[src/source/busSizing_macros.svh]
// Bus width macros for the sizing bridge, included by RTL and testbench files
`ifndef BUS_SIZING_MACROS_SVH
`define BUS_SIZING_MACROS_SVH

//////////////////////////////
// Data path widths
//////////////////////////////

// Full processor and local bus word
`define DATA_W 32

// One half-word, the width of a 16-bit port
`define HALF_W 16

// Byte lanes across the full word
`define LANES 4

// A 16-bit port sits on the two
// upper lanes of the local bus,
// so HALF_W covers lanes 3 and 2

`endif

[src/source/cpuBusPkg.sv]
// Processor side types for the sizing bridge, imported by the RTL blocks
`default_nettype none

`include "busSizing_macros.svh"

package cpuBusPkg;

    //////////////////////////////
    // Transfer size code
    //////////////////////////////

    // Encoding as on the 68040 SIZ pins
    typedef enum logic [1:0] {
        SIZ_LONG = 2'b00,
        SIZ_BYTE = 2'b01,
        SIZ_WORD = 2'b10,
        SIZ_LINE = 2'b11
    } size_e;

    //////////////////////////////
    // Data word
    //////////////////////////////

    // Upper and lower half-word view
    typedef struct packed {
        logic [`HALF_W-1:0] upper;
        logic [`HALF_W-1:0] lower;
    } halfWords_t;

    // Same 32 bits seen as one long
    // or as two half-words
    typedef union packed {
        logic [`DATA_W-1:0] lword;
        halfWords_t         half;
    } busWord_u;

endpackage

`default_nettype wire

[src/source/amigaBusPkg.sv]
// Local bus types for the sizing bridge, imported by the RTL blocks
`default_nettype none

package amigaBusPkg;

    // Width of the addressed local bus port
    typedef enum logic {
        PORT_32 = 1'b0,
        PORT_16 = 1'b1
    } portSize_e;

    // Sequencer phase
    typedef enum logic [1:0] {
        PH_IDLE   = 2'b00,
        PH_FIRST  = 2'b01,
        PH_SECOND = 2'b10,
        PH_ACK    = 2'b11
    } cycPhase_e;

    // One transfer as latched at the start pulse
    typedef struct packed {
        logic [1:0]        addr;
        cpuBusPkg::size_e  size;
        logic              rnw;
        portSize_e         portSize;
        // Long or line on a 16-bit port
        logic              twoCycle;
        logic              isLine;
    } transferDesc_t;

endpackage

`default_nettype wire

[src/source/localBusIf.sv]
// Cycle state shared by the sequencer, lane steering and buffer control
`timescale 1ns/1ps
`default_nettype none

interface localBusIf;

    import amigaBusPkg::*;

    // Latched transfer, driven by the descriptor block
    transferDesc_t desc;

    // Sequencer phase
    cycPhase_e phase;

    // High from the Amiga start to the acknowledge
    logic active;

    // One cycle, data valid on the local bus
    logic capture;

    // Second sub-transfer of a split long
    logic secondHalf;

    modport sequencer (
        input  desc,
        output phase,
        output active,
        output capture,
        output secondHalf
    );

    modport steer (
        input desc,
        input phase,
        input active,
        input capture,
        input secondHalf
    );

    // Buffer control only needs ownership and direction
    modport buffer (
        input active,
        input desc
    );

endinterface

`default_nettype wire

[src/source/bufferControl.sv]
// Data buffer enable and direction, bus grant pass-through and DMA indication
`timescale 1ns/1ps
`default_nettype none

module bufferControl (
    input  logic       clk80,
    input  logic       rst,
    input  logic       bg,
    input  logic       lbEn,
    output logic       bufEn,
    output logic       bufDir,
    output logic       cpuBg,
    output logic       dma,
    localBusIf.buffer  bus
);

    //////////////////////////////
    // Registered buffer control
    //////////////////////////////

    always_ff @(posedge clk80) begin
        if (rst) begin
            bufEn  <= 1'b0;
            bufDir <= 1'b0;
            cpuBg  <= 1'b0;
            // Assume another master until bg is seen
            dma    <= 1'b1;
        end else begin
            // Open only while the processor owns the bus
            bufEn  <= bus.active && lbEn && bg;
            // High for reads, towards the processor
            bufDir <= bus.desc.rnw;
            cpuBg  <= bg;
            dma    <= !bg;
        end
    end

    // Direction never flips under an open buffer
    dirStable: assert property (
        @(posedge clk80) disable iff (rst)
        bufEn ##1 bufEn |-> $stable(bufDir)
    ) else $error("bufDir changed while bufEn high");

endmodule

`default_nettype wire

[src/source/busSizer.sv]
// Cycle sequencer instantiated by the top level to run one or two local bus transfers per transfer
`timescale 1ns/1ps
`default_nettype none

module busSizer (
    input  logic        clk80,
    input  logic        rst,
    input  logic        tsCpu,
    input  logic        tack,
    input  logic        tea,
    input  logic        tci,
    output logic        tsAmiga,
    output logic        taCpu,
    output logic        teaCpu,
    output logic        tbiCpu,
    output logic        tciCpu,
    output logic [1:0]  addrAmiga,
    localBusIf.sequencer bus
);

    import amigaBusPkg::*;

    cycPhase_e phase;
    logic      active;
    logic      secondHalf;
    logic      tciSeen;
    logic      lastHalf;
    logic      termAmiga;

    // Nothing more to issue after this acknowledge
    assign lastHalf  = secondHalf || !bus.desc.twoCycle;
    // Local bus ends the current sub-transfer
    assign termAmiga = tack || tea;

    assign bus.phase      = phase;
    assign bus.active     = active;
    assign bus.secondHalf = secondHalf;
    // Read data only counts on a clean acknowledge
    assign bus.capture    = active && tack && !tea;

    // Second half always lands on A1 set
    assign addrAmiga = secondHalf ? {1'b1, bus.desc.addr[0]} : bus.desc.addr;

    //////////////////////////////
    // Phase machine
    //////////////////////////////

    always_ff @(posedge clk80) begin
        if (rst) begin
            phase      <= PH_IDLE;
            active     <= 1'b0;
            secondHalf <= 1'b0;
            tciSeen    <= 1'b0;
            tsAmiga    <= 1'b0;
            taCpu      <= 1'b0;
            teaCpu     <= 1'b0;
            tbiCpu     <= 1'b0;
            tciCpu     <= 1'b0;
        end else begin
            // Pulses last one cycle
            tsAmiga <= 1'b0;
            taCpu   <= 1'b0;
            teaCpu  <= 1'b0;
            tbiCpu  <= 1'b0;
            tciCpu  <= 1'b0;
            case (phase)
                PH_IDLE: begin
                    if (tsCpu) begin
                        phase      <= PH_FIRST;
                        active     <= 1'b1;
                        secondHalf <= 1'b0;
                        tciSeen    <= 1'b0;
                        tsAmiga    <= 1'b1;
                    end
                end
                PH_FIRST, PH_SECOND: begin
                    if (termAmiga) begin
                        if (tea) begin
                            // Abort without a second half
                            phase  <= PH_ACK;
                            active <= 1'b0;
                            teaCpu <= 1'b1;
                        end else if (!lastHalf) begin
                            phase      <= PH_SECOND;
                            secondHalf <= 1'b1;
                            tciSeen    <= tci;
                            tsAmiga    <= 1'b1;
                        end else begin
                            phase  <= PH_ACK;
                            active <= 1'b0;
                            taCpu  <= 1'b1;
                            tbiCpu <= bus.desc.isLine;
                            tciCpu <= tciSeen || tci;
                        end
                    end
                end
                default: begin
                    // Acknowledge cycle returns to idle
                    phase      <= PH_IDLE;
                    secondHalf <= 1'b0;
                end
            endcase
        end
    end

    //////////////////////////////
    // Protocol checks
    //////////////////////////////

    // Local bus answers only an issued start
    noAckWhenIdle: assert property (
        @(posedge clk80) disable iff (rst)
        termAmiga |-> phase != PH_IDLE
    ) else $error("tack or tea outside a transfer");

    // Ignored start while busy
    noOverlap: assert property (
        @(posedge clk80) disable iff (rst)
        tsCpu |-> phase == PH_IDLE
    ) else $error("tsCpu while a transfer is in flight");

endmodule

`default_nettype wire

[src/source/laneSteer.sv]
// Byte lane routing for writes and half-word assembly of read data
`timescale 1ns/1ps
`default_nettype none

module laneSteer (
    input  logic                clk80,
    input  logic                rst,
    input  cpuBusPkg::busWord_u cpuDataIn,
    input  cpuBusPkg::busWord_u amigaDataIn,
    output cpuBusPkg::busWord_u cpuDataOut,
    output cpuBusPkg::busWord_u amigaDataOut,
    output logic                amigaDataOe,
    output logic                cpuDataOe,
    localBusIf.steer            bus
);

    import cpuBusPkg::*;
    import amigaBusPkg::*;

    busWord_u wrHold;
    busWord_u rdHold;
    logic     useLower;
    logic     halfPort;
    logic     lastHalf;

    assign halfPort = (bus.desc.portSize == PORT_16);
    // Lower processor half travels on the upper lanes
    assign useLower = bus.secondHalf || bus.desc.addr[1];
    assign lastHalf = bus.secondHalf || !bus.desc.twoCycle;

    // Write data held from the start pulse on
    always_ff @(posedge clk80) begin
        if (bus.phase == PH_IDLE) begin
            wrHold <= cpuDataIn;
        end
        // Read assembly
        if (bus.capture) begin
            if (!halfPort) begin
                rdHold <= amigaDataIn;
            end else if (useLower) begin
                rdHold.half.lower <= amigaDataIn.half.upper;
            end else begin
                rdHold.half.upper <= amigaDataIn.half.upper;
            end
        end
    end

    // 16-bit port sees only lanes 3 and 2
    always_comb begin
        amigaDataOut = wrHold;
        if (halfPort && useLower) begin
            amigaDataOut.half.upper = wrHold.half.lower;
        end
    end

    // Drive the local bus for the whole write
    assign amigaDataOe = bus.active && !bus.desc.rnw;

    assign cpuDataOut = rdHold;

    // Read data goes out in the taCpu cycle
    always_ff @(posedge clk80) begin
        if (rst) begin
            cpuDataOe <= 1'b0;
        end else begin
            cpuDataOe <= bus.capture && bus.desc.rnw && lastHalf;
        end
    end

endmodule

`default_nettype wire

[src/source/localBusSizing.sv]
// Top level of the bus sizing bridge, plain ports to processor and local bus
`timescale 1ns/1ps
`default_nettype none

`include "busSizing_macros.svh"

module localBusSizing (
    input  logic              clk80,
    input  logic              rst,
    input  logic              tsCpu,
    input  logic              rnw,
    input  logic              portSize,
    input  logic              lbEn,
    input  logic              bg,
    input  logic              tack,
    input  logic              tea,
    input  logic              tci,
    input  logic [1:0]        addrCpu,
    input  logic [1:0]        sizCpu,
    input  logic [`DATA_W-1:0] cpuDataIn,
    input  logic [`DATA_W-1:0] amigaDataIn,
    output logic [1:0]        addrAmiga,
    output logic              tsAmiga,
    output logic              taCpu,
    output logic              teaCpu,
    output logic              tbiCpu,
    output logic              tciCpu,
    output logic              bufEn,
    output logic              bufDir,
    output logic              cpuBg,
    output logic              dma,
    output logic              amigaDataOe,
    output logic              cpuDataOe,
    output logic [`DATA_W-1:0] cpuDataOut,
    output logic [`DATA_W-1:0] amigaDataOut
);

    localBusIf busIf ();

    transferDescriptor descUnit (.clk80(clk80), .rst(rst), .tsCpu(tsCpu), .rnw(rnw),
        .portSize(portSize), .addrCpu(addrCpu), .sizCpu(cpuBusPkg::size_e'(sizCpu)),
        .desc(busIf.desc));

    // Phase machine and processor handshake
    busSizer sizerUnit (.clk80(clk80), .rst(rst), .tsCpu(tsCpu), .tack(tack), .tea(tea),
        .tci(tci), .tsAmiga(tsAmiga), .taCpu(taCpu), .teaCpu(teaCpu), .tbiCpu(tbiCpu),
        .tciCpu(tciCpu), .addrAmiga(addrAmiga), .bus(busIf.sequencer));

    laneSteer steerUnit (.clk80(clk80), .rst(rst), .cpuDataIn(cpuDataIn),
        .amigaDataIn(amigaDataIn), .cpuDataOut(cpuDataOut), .amigaDataOut(amigaDataOut),
        .amigaDataOe(amigaDataOe), .cpuDataOe(cpuDataOe), .bus(busIf.steer));

    bufferControl bufferUnit (.clk80(clk80), .rst(rst), .bg(bg), .lbEn(lbEn),
        .bufEn(bufEn), .bufDir(bufDir), .cpuBg(cpuBg), .dma(dma), .bus(busIf.buffer));

endmodule

`default_nettype wire

[src/source/transferDescriptor.sv]
// Latches one processor transfer at its start pulse and plans the local bus split
`timescale 1ns/1ps
`default_nettype none

module transferDescriptor (
    input  logic                      clk80,
    input  logic                      rst,
    input  logic                      tsCpu,
    input  logic                      rnw,
    input  logic                      portSize,
    input  logic [1:0]                addrCpu,
    input  cpuBusPkg::size_e          sizCpu,
    output amigaBusPkg::transferDesc_t desc
);

    import cpuBusPkg::*;
    import amigaBusPkg::*;

    logic wideSize;
    logic halfPort;

    // Long and line both need 32 bits
    assign wideSize = (sizCpu == SIZ_LONG) || (sizCpu == SIZ_LINE);
    assign halfPort = (portSize_e'(portSize) == PORT_16);

    always_ff @(posedge clk80) begin
        if (rst) begin
            desc <= '0;
        end else if (tsCpu) begin
            // Line becomes one long, aligned
            desc.addr     <= (sizCpu == SIZ_LINE) ? 2'b00 : addrCpu;
            desc.size     <= sizCpu;
            desc.rnw      <= rnw;
            desc.portSize <= portSize_e'(portSize);
            desc.twoCycle <= wideSize && halfPort;
            desc.isLine   <= (sizCpu == SIZ_LINE);
        end
    end

    // Processor never issues a misaligned word
    wordAligned: assert property (
        @(posedge clk80) disable iff (rst)
        (tsCpu && sizCpu == SIZ_WORD) |-> !addrCpu[0]
    ) else $error("word transfer at odd address");

endmodule

`default_nettype wire

[config.mk]
export PLATFORM = sky130hd
export DESIGN_NAME = localBusSizing
export DESIGN_NICKNAME = d
export VERILOG_FILES = /design/src/source/cpuBusPkg.sv /design/src/source/amigaBusPkg.sv /design/src/source/localBusIf.sv /design/src/source/bufferControl.sv /design/src/source/busSizer.sv /design/src/source/laneSteer.sv /design/src/source/localBusSizing.sv /design/src/source/transferDescriptor.sv
export VERILOG_INCLUDE_DIRS = /design/src /design/src/source
export SDC_FILE = /design/constraint.sdc
export NUM_CORES = 1
export LEC_CHECK = 0
export BUFFER_PORTS_ARGS = -buffer_cell sky130_fd_sc_hd__buf_2
export CAP_MARGIN = 20
export CORE_MARGIN = 1.5
export CORE_UTILIZATION = 41
export DETAILED_ROUTE_END_ITERATION = 8
export MAX_ROUTING_LAYER = met4
export PLACE_DENSITY = 0.79
export SYNTH_ARGS = -nofsm -noshare
export SYNTH_HDL_FRONTEND = slang
export SYNTH_SLANG_ARGS = --single-unit
[constraint.sdc]
create_clock -name clk80 -period 6.5 [get_ports clk80]
set_clock_uncertainty 0.05 [all_clocks]
set_input_delay 0.325 -clock clk80 [delete_from_list [all_inputs] [get_ports clk80]]
set_output_delay 0.325 -clock clk80 [all_outputs]
set_load 0.05 [all_outputs]
==> summary.txt, run 1 <==
Synthesis
  – Post-synth ARST share: 0%
  – Unique masters post-synth: 33
  – Synth area leader: edfxtp_1
  – Synth Flop Type: edfxtp_1
  – Top-area cell type share of the netlist area: 58.2%
  – Syn_nets: 288
  – Top cells by area, synth: edfxtp_1 (58%), dfxtp_1 (13%), mux2_2 (11%)
  – Cells after Synth: 207
  – Most common cell in the netlist: edfxtp_1
  – Cell Area, Synth: 3300 µm²
  – Mean cell area of the mapped netlist: 15.9 µm²
  – Yosys warning count: 0
  – Number of synthesized flops with an enable pin: 64
  – Synth Register Bits: 85
  – Seq/Total Area, Yosys: 71.0%
  – Synth cell count leaders: edfxtp_1 (64), mux2_2 (32), dfxtp_1 (21), buf_4 (19)

Power
  – Max VDD drop: 215 µV
  – Switching share of power: 39.9%
  – Comb pwr share: 34.3%
  – Pint: 0.983 mW
  – P per Cell Area: 387 nW/µm²
  – P_sw: 0.653 mW
  – Clock network power share: 20.4%
  – Leakage: 1.81 nW
  – Sequential share of power: 45.3%
  – Power Total: 1.64 mW

Finish
  – Layout Nets: 431
  – Cell area after layout: 4220 µm²
  – Layout filler cell count: 695
  – Share of layout cells above drive strength 1: 59.2%
  – ANT cells: 0
  – Fin cells: 457
  – Layout Utilization: 54.3%
  – Synthesis-to-finish area growth: 27.9%
  – Storage cell area: 2340 µm²
  – Footprint of the multi-input gates: 778 µm²

STA
  – RSZ-0062 raised after global routing: no
  – Final Hold Fails: 0
  – Period Utilization, post-route: 40.1%
  – Worst Tran Pin Value: 1010 ps
  – Minimum clock period: 2610 ps
  – Final slew viol count: 0
  – Final setup fails: 0
  – Fin worst setup slack: 3890 ps
  – Hold WS: 95.2 ps
  – Max transition margin: 32.8%
  – Fmax: 383 MHz
  – Setup TNS Final: 0 ps

GRT
  – Total Routing Usage GR: 15.8%
  – First-pass GRT wire length: 9720 µm
  – Vias in the first global route: 1985
  – Antenna violations before repair: 0
  – Pin count of the biggest net entering global routing: 39
  – GRT overflow: 0

Clock network
  – Num Clock Sinks: 85
  – # Post-CTS Setup Buffers: 0
  – CTS tree: built
  – Hold buffer count at cts: 0
  – Number of gates resized after cts: 0
  – Clock tree buffer depth: 2
  – Clock slew at reported path FFs: 90 ps
  – TritonCTS buffer count: 9
  – CTS HTree Levels: 3
  – Clk_lat worst skew: 350 ps
  – CTS root buf: clkbuf_8

Placed design
  – Post-Place Cells: 441
  – IO Port Bufs: 154
  – Placer Congestion: 0.825
  – Pre-CTS setup slack: 4230 ps
  – Post-detail-place hpwl: 4930 µm
  – Post-DP Area: 4050 µm²

Routing
  – Vias post-DR: 2119
  – Final WL: 6670 µm
  – Vias per cell: 4.64
  – Final antenna-violating net count: 0
  – Drt pass-1 iters: 4
  – DRC: 0
  – Wirelength per Cell: 14.6 µm
  – Starting DRC count in detailed routing: 46

Worst setup path
  – Reg2Reg Depth: 1
  – WP data arrival: 2230 ps
  – R2R Path End: steerUnit.cpuDataOut[28]
  – Crit start category: register
  – FF-to-FF setup slack: 4500 ps
  – CP max FO: 20
  – R2R Path Start: descUnit.desc[2]
  – Setup crit start: descUnit.desc[2]
  – CP Class: register to primary output
  – Critical path endpoint category: primary output
  – Worst setup path end: amigaDataOut[18]
  – CP required: 6120 ps

Worst hold path
  – Hold WC Path Type: input port to register

Floorplanning
  – Die height: 92.7 µm
  – # rows: 32
  – Die width: 92.7 µm
  – Initial Utilization: 42.5%
  – Die area: 8600 µm²
  – Core ar.: 7770 µm²
  – I/O pin total: 155

Job
  – Max-cap viol count: 0

Status
  – Status: finished, final reports clean
[final cells by class]
type / count / area share [%]
flip-flops and latches: 85 / 55.5
multi-input cells: 94 / 18.4
repair buffers: 155 / 18.4
clock buffers: 10 / 3.02
well taps: 102 / 3.02
clock inverters: 6 / 1.13
inverters: 5 / 0.445
[kinds of logic (layout without fill, tap and decap cells)]
group	Yosys count	count (layout)	share of synthesized area (%)
simple gates	36	36	6.56
flops	85	85	71.0
mux	36	36	12.1
compound gates	19	19	3.53
fa+ha+maj	3	3	1.14
buf+inv	28	176	5.69
[cell usage in the layout, fill, tap and decap left out, types with 3 or more instances in the layout]
master        n
dfxtp_1      21
clkbuf_8      9
buf_2       154
nor2_1       10
mux2_2       32
ha_1          3
nor2b_1       5
nand2_1       3
edfxtp_1     64
mux2i_1       4
a21oi_1       8
clkinvlp_4    4
nand3b_1      3
inv_1         4
[worst max-delay path: stages (launching register included)]
cell and delay (ps):
dfxtp_1 970, nand2_4 320, mux2_2 330, buf_2 260
[routing by layer]
layer	GRT usage [%]	part of all wire, %	vias up
li1	-	-	1028
met1	17.2	40	986
met2	27.0	51	93
met3	3.78	6.8	12
met4	7.83	2.1	0
met5	-	0	-
[state kept, by name, indices dropped and copies added, names as in the netlist]
name	cells
sizerUnit.tbiCpu	1
steerUnit.cpuDataOut	32
descUnit.desc	6
sizerUnit.tsAmiga	1
sizerUnit.bus.active	1
sizerUnit.tciSeen	1
sizerUnit.bus.phase	2
bufferUnit.bufDir	1
steerUnit.cpuDataOe	1
bufferUnit.dma	1
sizerUnit.tciCpu	1
bufferUnit.cpuBg	1
sizerUnit.teaCpu	1
sizerUnit.taCpu	1
steerUnit.wrHold	32
sizerUnit.bus.secondHalf	1
bufferUnit.bufEn	1
[power by group through the flow]
stage          combinational, mW  clock, mW  sequential, mW
3_3_place_gp               0.558          0           0.749
2_1_floorplan              0.430          0           0.795
6_report                   0.561      0.333           0.741
3_5_place_dp               0.564          0           0.754
4_1_cts                    0.565      0.342           0.742
5_1_grt                    0.592      0.362           0.751
[worst min-delay path by stage]
| stage | cells past startpoint | slack (ps) | end | from |
|---|---|---|---|---|
| 2_1_floorplan | 1 | 360 | bufferUnit.bufDir | rst |
| 3_3_place_gp | 1 | 410 | sizerUnit.tciCpu | sizerUnit.tciSeen |
| 3_5_place_dp | 1 | 410 | sizerUnit.tciCpu | sizerUnit.tciSeen |
| 4_1_cts | 1 | 80 | steerUnit.wrHold[28] | cpuDataIn[28] |
| 5_1_grt | 1 | 70 | steerUnit.wrHold[15] | cpuDataIn[15] |
| 6_report | 1 | 100 | steerUnit.wrHold[28] | cpuDataIn[28] |
Power figures use the tool's default switching activity.
==> run 2: changes to the inputs <==
- PLACE_DENSITY: 0.79 -> 0.82
- clock period: 6.5 -> 2.1 ns (I/O delays scaled with it)
==> run 2 against run 1 <==
Against the previous run: worst hold slack lost 70 ps; first-iteration DRC count grew 33%; combinational power rose to 3.3 times the previous value; clock power increased to 3.5 times the previous value; via count increased by 14%; setup slack worse by 3700 ps; largest cell class unchanged; wire length up 11%; count of clock-buffer cells in the layout down 1.
==> summary.txt, run 2 (synthesis results as in run 1) <==
Worst setup path
  – CP required: 1950 ps (-4170 ps)
  – CP Class: register to primary output
  – CP max FO: 16 (-20%)
  – WP data arrival: 1770 ps (-460 ps)
  – Crit start category: register
  – Critical path endpoint category: primary output

STA
  – Max transition margin: 73.8% (+41 points)
  – Setup TNS Final: 0 ps (unchanged)
  – RSZ-0062 raised after global routing: no
  – Fmax: 518 MHz
  – Final Hold Fails: 0 (unchanged)
  – Minimum clock period: 1930 ps
  – Period Utilization, post-route: 91.9%
  – Final slew viol count: 0 (unchanged)
  – Final setup fails: 0 (unchanged)
  – Worst Tran Pin Value: 392 ps (-615 ps)

Finish
  – Layout Utilization: 63.4% (+9.0 points)
  – Layout filler cell count: 595 (-14%)
  – Most common cell after layout, fill and taps aside: buf_2
  – Most frequent cells in the layout: buf_2 (154), dlygate4sd3_1 (65), edfxtp_1 (64)
  – Share of layout cells above drive strength 1: 50.2% (-8.9 points)
  – Synthesis-to-finish area growth: 49.1%
  – Cell area after layout: 4920 µm² (+17%)
  – Layout Nets: 499 (+16%)
  – Fin cells: 524 (+15%)
  – ANT cells: 0 (unchanged)

Clock network
  – Clock slew at reported path FFs: 90 ps (about the same)
  – CTS tree: built
  – # Post-CTS Setup Buffers: 0 (unchanged)
  – TritonCTS buffer count: 9 (unchanged)
  – CTS root buf: clkbuf_8
  – CTS HTree Levels: 3 (unchanged)
  – Num Clock Sinks: 85 (unchanged)
  – Clock tree buffer depth: 2 (unchanged)
  – Clk_lat worst skew: 330 ps (-20 ps)

Power
  – Max VDD drop: 547 µV (+150%)
  – Leakage: 2.13 nW (+17%)
  – P per Cell Area: 1080 nW/µm² (+180%)
  – Power Total: 5.32 mW (+230%)

GRT
  – Pin count of the biggest net entering global routing: 34 (-13%)
  – GRT busiest layer: met2
  – Vias in the first global route: 2384 (+20%)
  – Met2 usage: 31.7% (+4.8 points)
  – GRT overflow: 0 (unchanged)
  – Antenna violations before repair: 0 (unchanged)
  – First-pass GRT wire length: 11200 µm (+15%)
  – Met3 Use GR: 4.60% (+0.82 points)
  – Total Routing Usage GR: 17.8% (+2.0 points)
  – M1 GR Usage: 18.6% (+1.4 points)

Floorplanning
  – Initial Utilization: 42.5% (unchanged)
  – I/O pin total: 155 (unchanged)
  – Die height: 92.7 µm (unchanged)
  – Die width: 92.7 µm (unchanged)
  – Die area: 8600 µm² (unchanged)
  – # rows: 32 (unchanged)
  – Core ar.: 7770 µm² (unchanged)

Status
  – Status: finished, final reports clean

Placed design
  – Post-detail-place hpwl: 4870 µm (-1.2%)
  – Post-Place Cells: 444 (+0.68%)
  – IO Port Bufs: 154 (unchanged)
  – Placer Congestion: 0.863 (+4.6%)
  – Post-DP Area: 4070 µm² (+0.56%)

Routing
  – Final antenna-violating net count: 0 (unchanged)
  – Vias post-DR: 2426 (+14%)
  – Wirelength per Cell: 14.1 µm (-3.4%)
  – Vias per cell: 4.63 (-0.15%)
  – DRC: 0 (unchanged)
  – Drt pass-1 iters: 5 (+1)
  – Starting DRC count in detailed routing: 61 (+33%)
  – Final WL: 7390 µm (+11%)

Job
  – Max-cap viol count: 0 (unchanged)

Worst hold path
  – Hold WC Path Type: input port to register
run 2: cell types whose count changed in the layout (fill, tap and decap cells not counted), sizes merged:
cell         change
inv              -2
dlygate4sd3     +65
clkinv           +3
clkinvlp         -3
buf              +3
clkbuf           -1
bufinv           +2
run 2: repair_timing:
action | in CTS | in global routing
endpoints found under the hold margin | 68 | 0
setup endpoints to repair | 0 | 0
gates resized for setup | 0 | 0
hold buffers | 65 | 0
run 2: layout make-up:
type | count | area [µm²] | area share [%]
Tap cell | 102 | 128 | 2.59
Multi-Input combinational cell | 94 | 778 | 15.8
Timing Repair Buffer | 223 | 1450 | 29.5
Clock buffer | 9 | 124 | 2.52
Sequential cell | 85 | 2340 | 47.6
Inverter | 5 | 18.8 | 0.381
Clock inverter | 6 | 78.8 | 1.60
run 2: path summary, 6_finish.rpt:
path | from | endpoint | slack [ps] | cells past startpoint
worst min register to register | sizerUnit.tciSeen | sizerUnit.tciCpu | 430 | 1
worst max register to register | sizerUnit.bus.phase[0] | sizerUnit.bus.phase[0] | 560 | 5
worst min-delay path | amigaDataIn[11] | steerUnit.cpuDataOut[11] | 30 | 2
worst max-delay path | sizerUnit.bus.secondHalf | amigaDataOut[26] | 170 | 5
run 2: where the power goes:
part	switching [mW]	internal, mW	leakage [nW]
combinational	1.34	0.509	1.24
clock	0.529	0.652	0.102
sequential	0.107	2.18	0.783
run 2: per-stage QoR:
stage / setup slack, ps / hold slack [ps]
detailed placement: 515 / 233
global placement: 586 / 232
floorplan: 15.7 / 138
finish: 171 / 25.4
global route: 29.8 / 18.7
CTS: 131 / 4.11
run 2: routing by layer:
| layer | up-vias | part of all wire (%) |
|---|---|---|
| li1 | 1161 | - |
| met1 | 1139 | 39 |
| met2 | 110 | 53 |
| met3 | 16 | 6.0 |
| met4 | 0 | 2.5 |
| met5 | - | 0 |
run 2: worst max-delay path, cell delays in order, from the launching register on:
cell and delay, ps:
dfxtp_1 330, nor2_1 200, inv_2 100, nand2_4 210, mux2_2 380, buf_2 210
==> run 3: changes to the inputs <==
- BUFFER_PORTS_ARGS: -buffer_cell sky130_fd_sc_hd__buf_2 -> -buffer_cell sky130_fd_sc_hd__clkbuf_2
- HOLD_SLACK_MARGIN: unset -> 0.08
==> run 3 against run 2 <==
Against the previous run: first-iteration DRC count decreased by 23%; worst hold slack improved by 83 ps; clock power increased by 4%; global-route usage increased by 1.6 points; setup slack got worse by 22 ps; critical path depth unchanged; sequential share of layout area decreased by 0.87 points; flip-flop and latch count unchanged; register-to-register slack got worse by 40 ps; largest power group unchanged.
==> summary.txt, run 3 (synthesis results as in run 1) <==
STA
  – Final slew viol count: 0 (unchanged)
  – Period Utilization, post-route: 92.9% (+1.0 points)
  – Fmax: 513 MHz (-1.1%)
  – Setup TNS Final: 0 ps (unchanged)
  – Minimum clock period: 1950 ps (+21.6 ps)
  – Final setup fails: 0 (unchanged)
  – Worst Tran Pin Value: 396 ps (+3.54 ps)
  – Max transition margin: 73.6% (-0.24 points)
  – Final Hold Fails: 0 (unchanged)
  – RSZ-0062 raised after global routing: no

Power
  – Pint: 3.36 mW (+0.45%)
  – Power Total: 5.40 mW (+1.5%)
  – Clock network power share: 22.8% (+0.6 points)
  – Comb pwr share: 34.6% (-0.2 points)
  – Sequential share of power: 42.6% (-0.4 points)
  – P_sw: 2.04 mW (+3.2%)
  – Max VDD drop: 552 µV (+1.0%)
  – Switching share of power: 37.8% (+0.63 points)
  – P per Cell Area: 1080 nW/µm² (-0.38%)
  – Leakage: 2.19 nW (+2.8%)

Worst setup path
  – Cells along the critical path: nor2_1 -> inv_2 -> nand2_4 -> mux2_2 -> clkbuf_2
  – CP required: 1950 ps (about the same)
  – CP max FO: 16 (unchanged)
  – CP Class: register to primary output
  – WP data arrival: 1800 ps (+30 ps)
  – Top cell family by delay on the critical path: simple AND/OR/NAND/NOR gates
  – WP buf/inv: 2 (unchanged)
  – Max stage delay cell, worst path: mux2_2
  – Crit start category: register
  – Critical path endpoint category: primary output
  – Setup crit start: sizerUnit.bus.secondHalf
  – R2R Path Start: sizerUnit.bus.phase[0]
  – Worst stage delay on the critical path: 380 ps (about the same)

GRT
  – Antenna violations before repair: 0 (unchanged)
  – Pin count of the biggest net entering global routing: 33 (-2.9%)
  – GRT overflow: 0 (unchanged)
  – First-pass GRT wire length: 12100 µm (+8.4%)
  – Vias in the first global route: 2510 (+5.3%)
  – Total Routing Usage GR: 19.4% (+1.6 points)

Finish
  – Cell area after layout: 5010 µm² (+1.9%)
  – Layout filler cell count: 560 (-5.9%)
  – Layout Utilization: 64.5% (+1.2 points)
  – Share of layout cells above drive strength 1: 49.4% (-0.82 points)
  – Synthesis-to-finish area growth: 51.9%
  – ANT cells: 0 (unchanged)
  – Layout Nets: 507 (+1.6%)
  – Storage cell area: 2340 µm² (unchanged)
  – Most frequent cells in the layout: clkbuf_2 (154), dlygate4sd3_1 (73), edfxtp_1 (64)
  – Footprint of the multi-input gates: 778 µm² (unchanged)
  – Most common cell after layout, fill and taps aside: clkbuf_2

Routing
  – Wirelength per Cell: 14.9 µm (+6.0%)
  – Final WL: 7960 µm (+7.8%)
  – Final antenna-violating net count: 0 (unchanged)
  – Vias per cell: 4.55 (-1.8%)
  – DR top layer: met4
  – Drt pass-1 iters: 4 (-1)
  – Vias post-DR: 2423 (-0.12%)
  – M1 WL: 2920 µm (+2.4%)
  – DRC: 0 (unchanged)
  – Starting DRC count in detailed routing: 47 (-23%)
  – Met2 WL post-DR: 4570 µm (+17%)
  – Routed length on met3: 412 µm (-7.6%)

Clock network
  – Num Clock Sinks: 85 (unchanged)
  – Clock slew at reported path FFs: 80 ps (about the same)
  – TritonCTS buffer count: 9 (unchanged)
  – Clock tree buffer depth: 2 (unchanged)
  – CTS root buf: clkbuf_8
  – Clk_lat worst skew: 330 ps (about the same)
  – CTS tree: built
  – Number of gates resized after cts: 0 (unchanged)
  – CTS HTree Levels: 3 (unchanged)

Worst hold path
  – Hold WC Path Type: input port to register
  – Min-delay src: rst

Job
  – Max-cap viol count: 0 (unchanged)

Floorplanning
  – Initial Utilization: 42.5% (unchanged)
  – Die width: 92.7 µm (unchanged)
  – # rows: 32 (unchanged)
  – I/O pin total: 155 (unchanged)
  – Core ar.: 7770 µm² (unchanged)
  – Die area: 8600 µm² (unchanged)
  – Die height: 92.7 µm (unchanged)

Placed design
  – Placer Congestion: 0.857 (-0.64%)
  – IO Port Bufs: 154 (unchanged)
  – Post-detail-place hpwl: 4950 µm (+1.6%)
  – Post-DP Area: 4070 µm² (unchanged)

Status
  – Status: finished, final reports clean
-- run 3: changes by cell type in the layout (fill, tap and decap cells not counted) --
| cell | previous run | this run |
|---|---|---|
| clkinv_4 | 0 | 1 |
| clkinvlp_4 | 0 | 1 |
| clkinvlp_2 | 1 | 0 |
| dlygate4sd3_1 | 65 | 73 |
| clkbuf_2 | 0 | 154 |
| buf_2 | 154 | 0 |
-- run 3: layout make-up --
class,count,share of cell area (%)
timing repair buffer,231,30.6
tap,102,2.55
clock buffer,9,2.47
multi-input combinational,94,15.5
inverter,5,0.374
sequential,85,46.7
clock inverter,7,1.80
-- run 3: worst paths after layout --
path              slack [ps]                      to  depth (start not counted)
hold reg to reg          440        sizerUnit.tbiCpu                          1
setup / recovery         150        amigaDataOut[29]                          5
hold / removal           110        descUnit.desc[1]                          2
setup reg to reg         520  sizerUnit.bus.phase[0]                          5
-- run 3: per-layer routing --
layer / vias up / global-route usage [%]
met5: - / -
met4: 0 / 4.04
met3: 8 / 5.83
met2: 90 / 37.6
met1: 1150 / 18.8
li1: 1175 / -
-- run 3: timing repair --
action,4_1_cts,5_1_grt
endpoints found under the setup margin,0,0
hold buffers,73,0
buffers inserted,0,0
endpoints found under the hold margin,76,0
-- run 3: per-stage QoR --
step / hold slack (ps) / std cells / setup slack [ps]
floorplan: 138 / 207 / 15.7
global route: 99.5 / 533 / 42.5
detailed placement: 234 / 444 / 513
global placement: 233 / 444 / 556
CTS: 83.2 / 533 / 130
finish: 109 / 533 / 149
-- run 3: power by group through the flow --
| stage | Sequential [mW] | Combinational, mW | Clock, mW |
|---|---|---|---|
| finish | 2.30 | 1.87 | 1.23 |
| global route | 2.33 | 1.96 | 1.33 |
| CTS | 2.30 | 1.87 | 1.26 |
| detailed placement | 2.34 | 1.76 | 0 |
| global placement | 2.32 | 1.73 | 0 |
| floorplan | 2.46 | 1.33 | 0 |
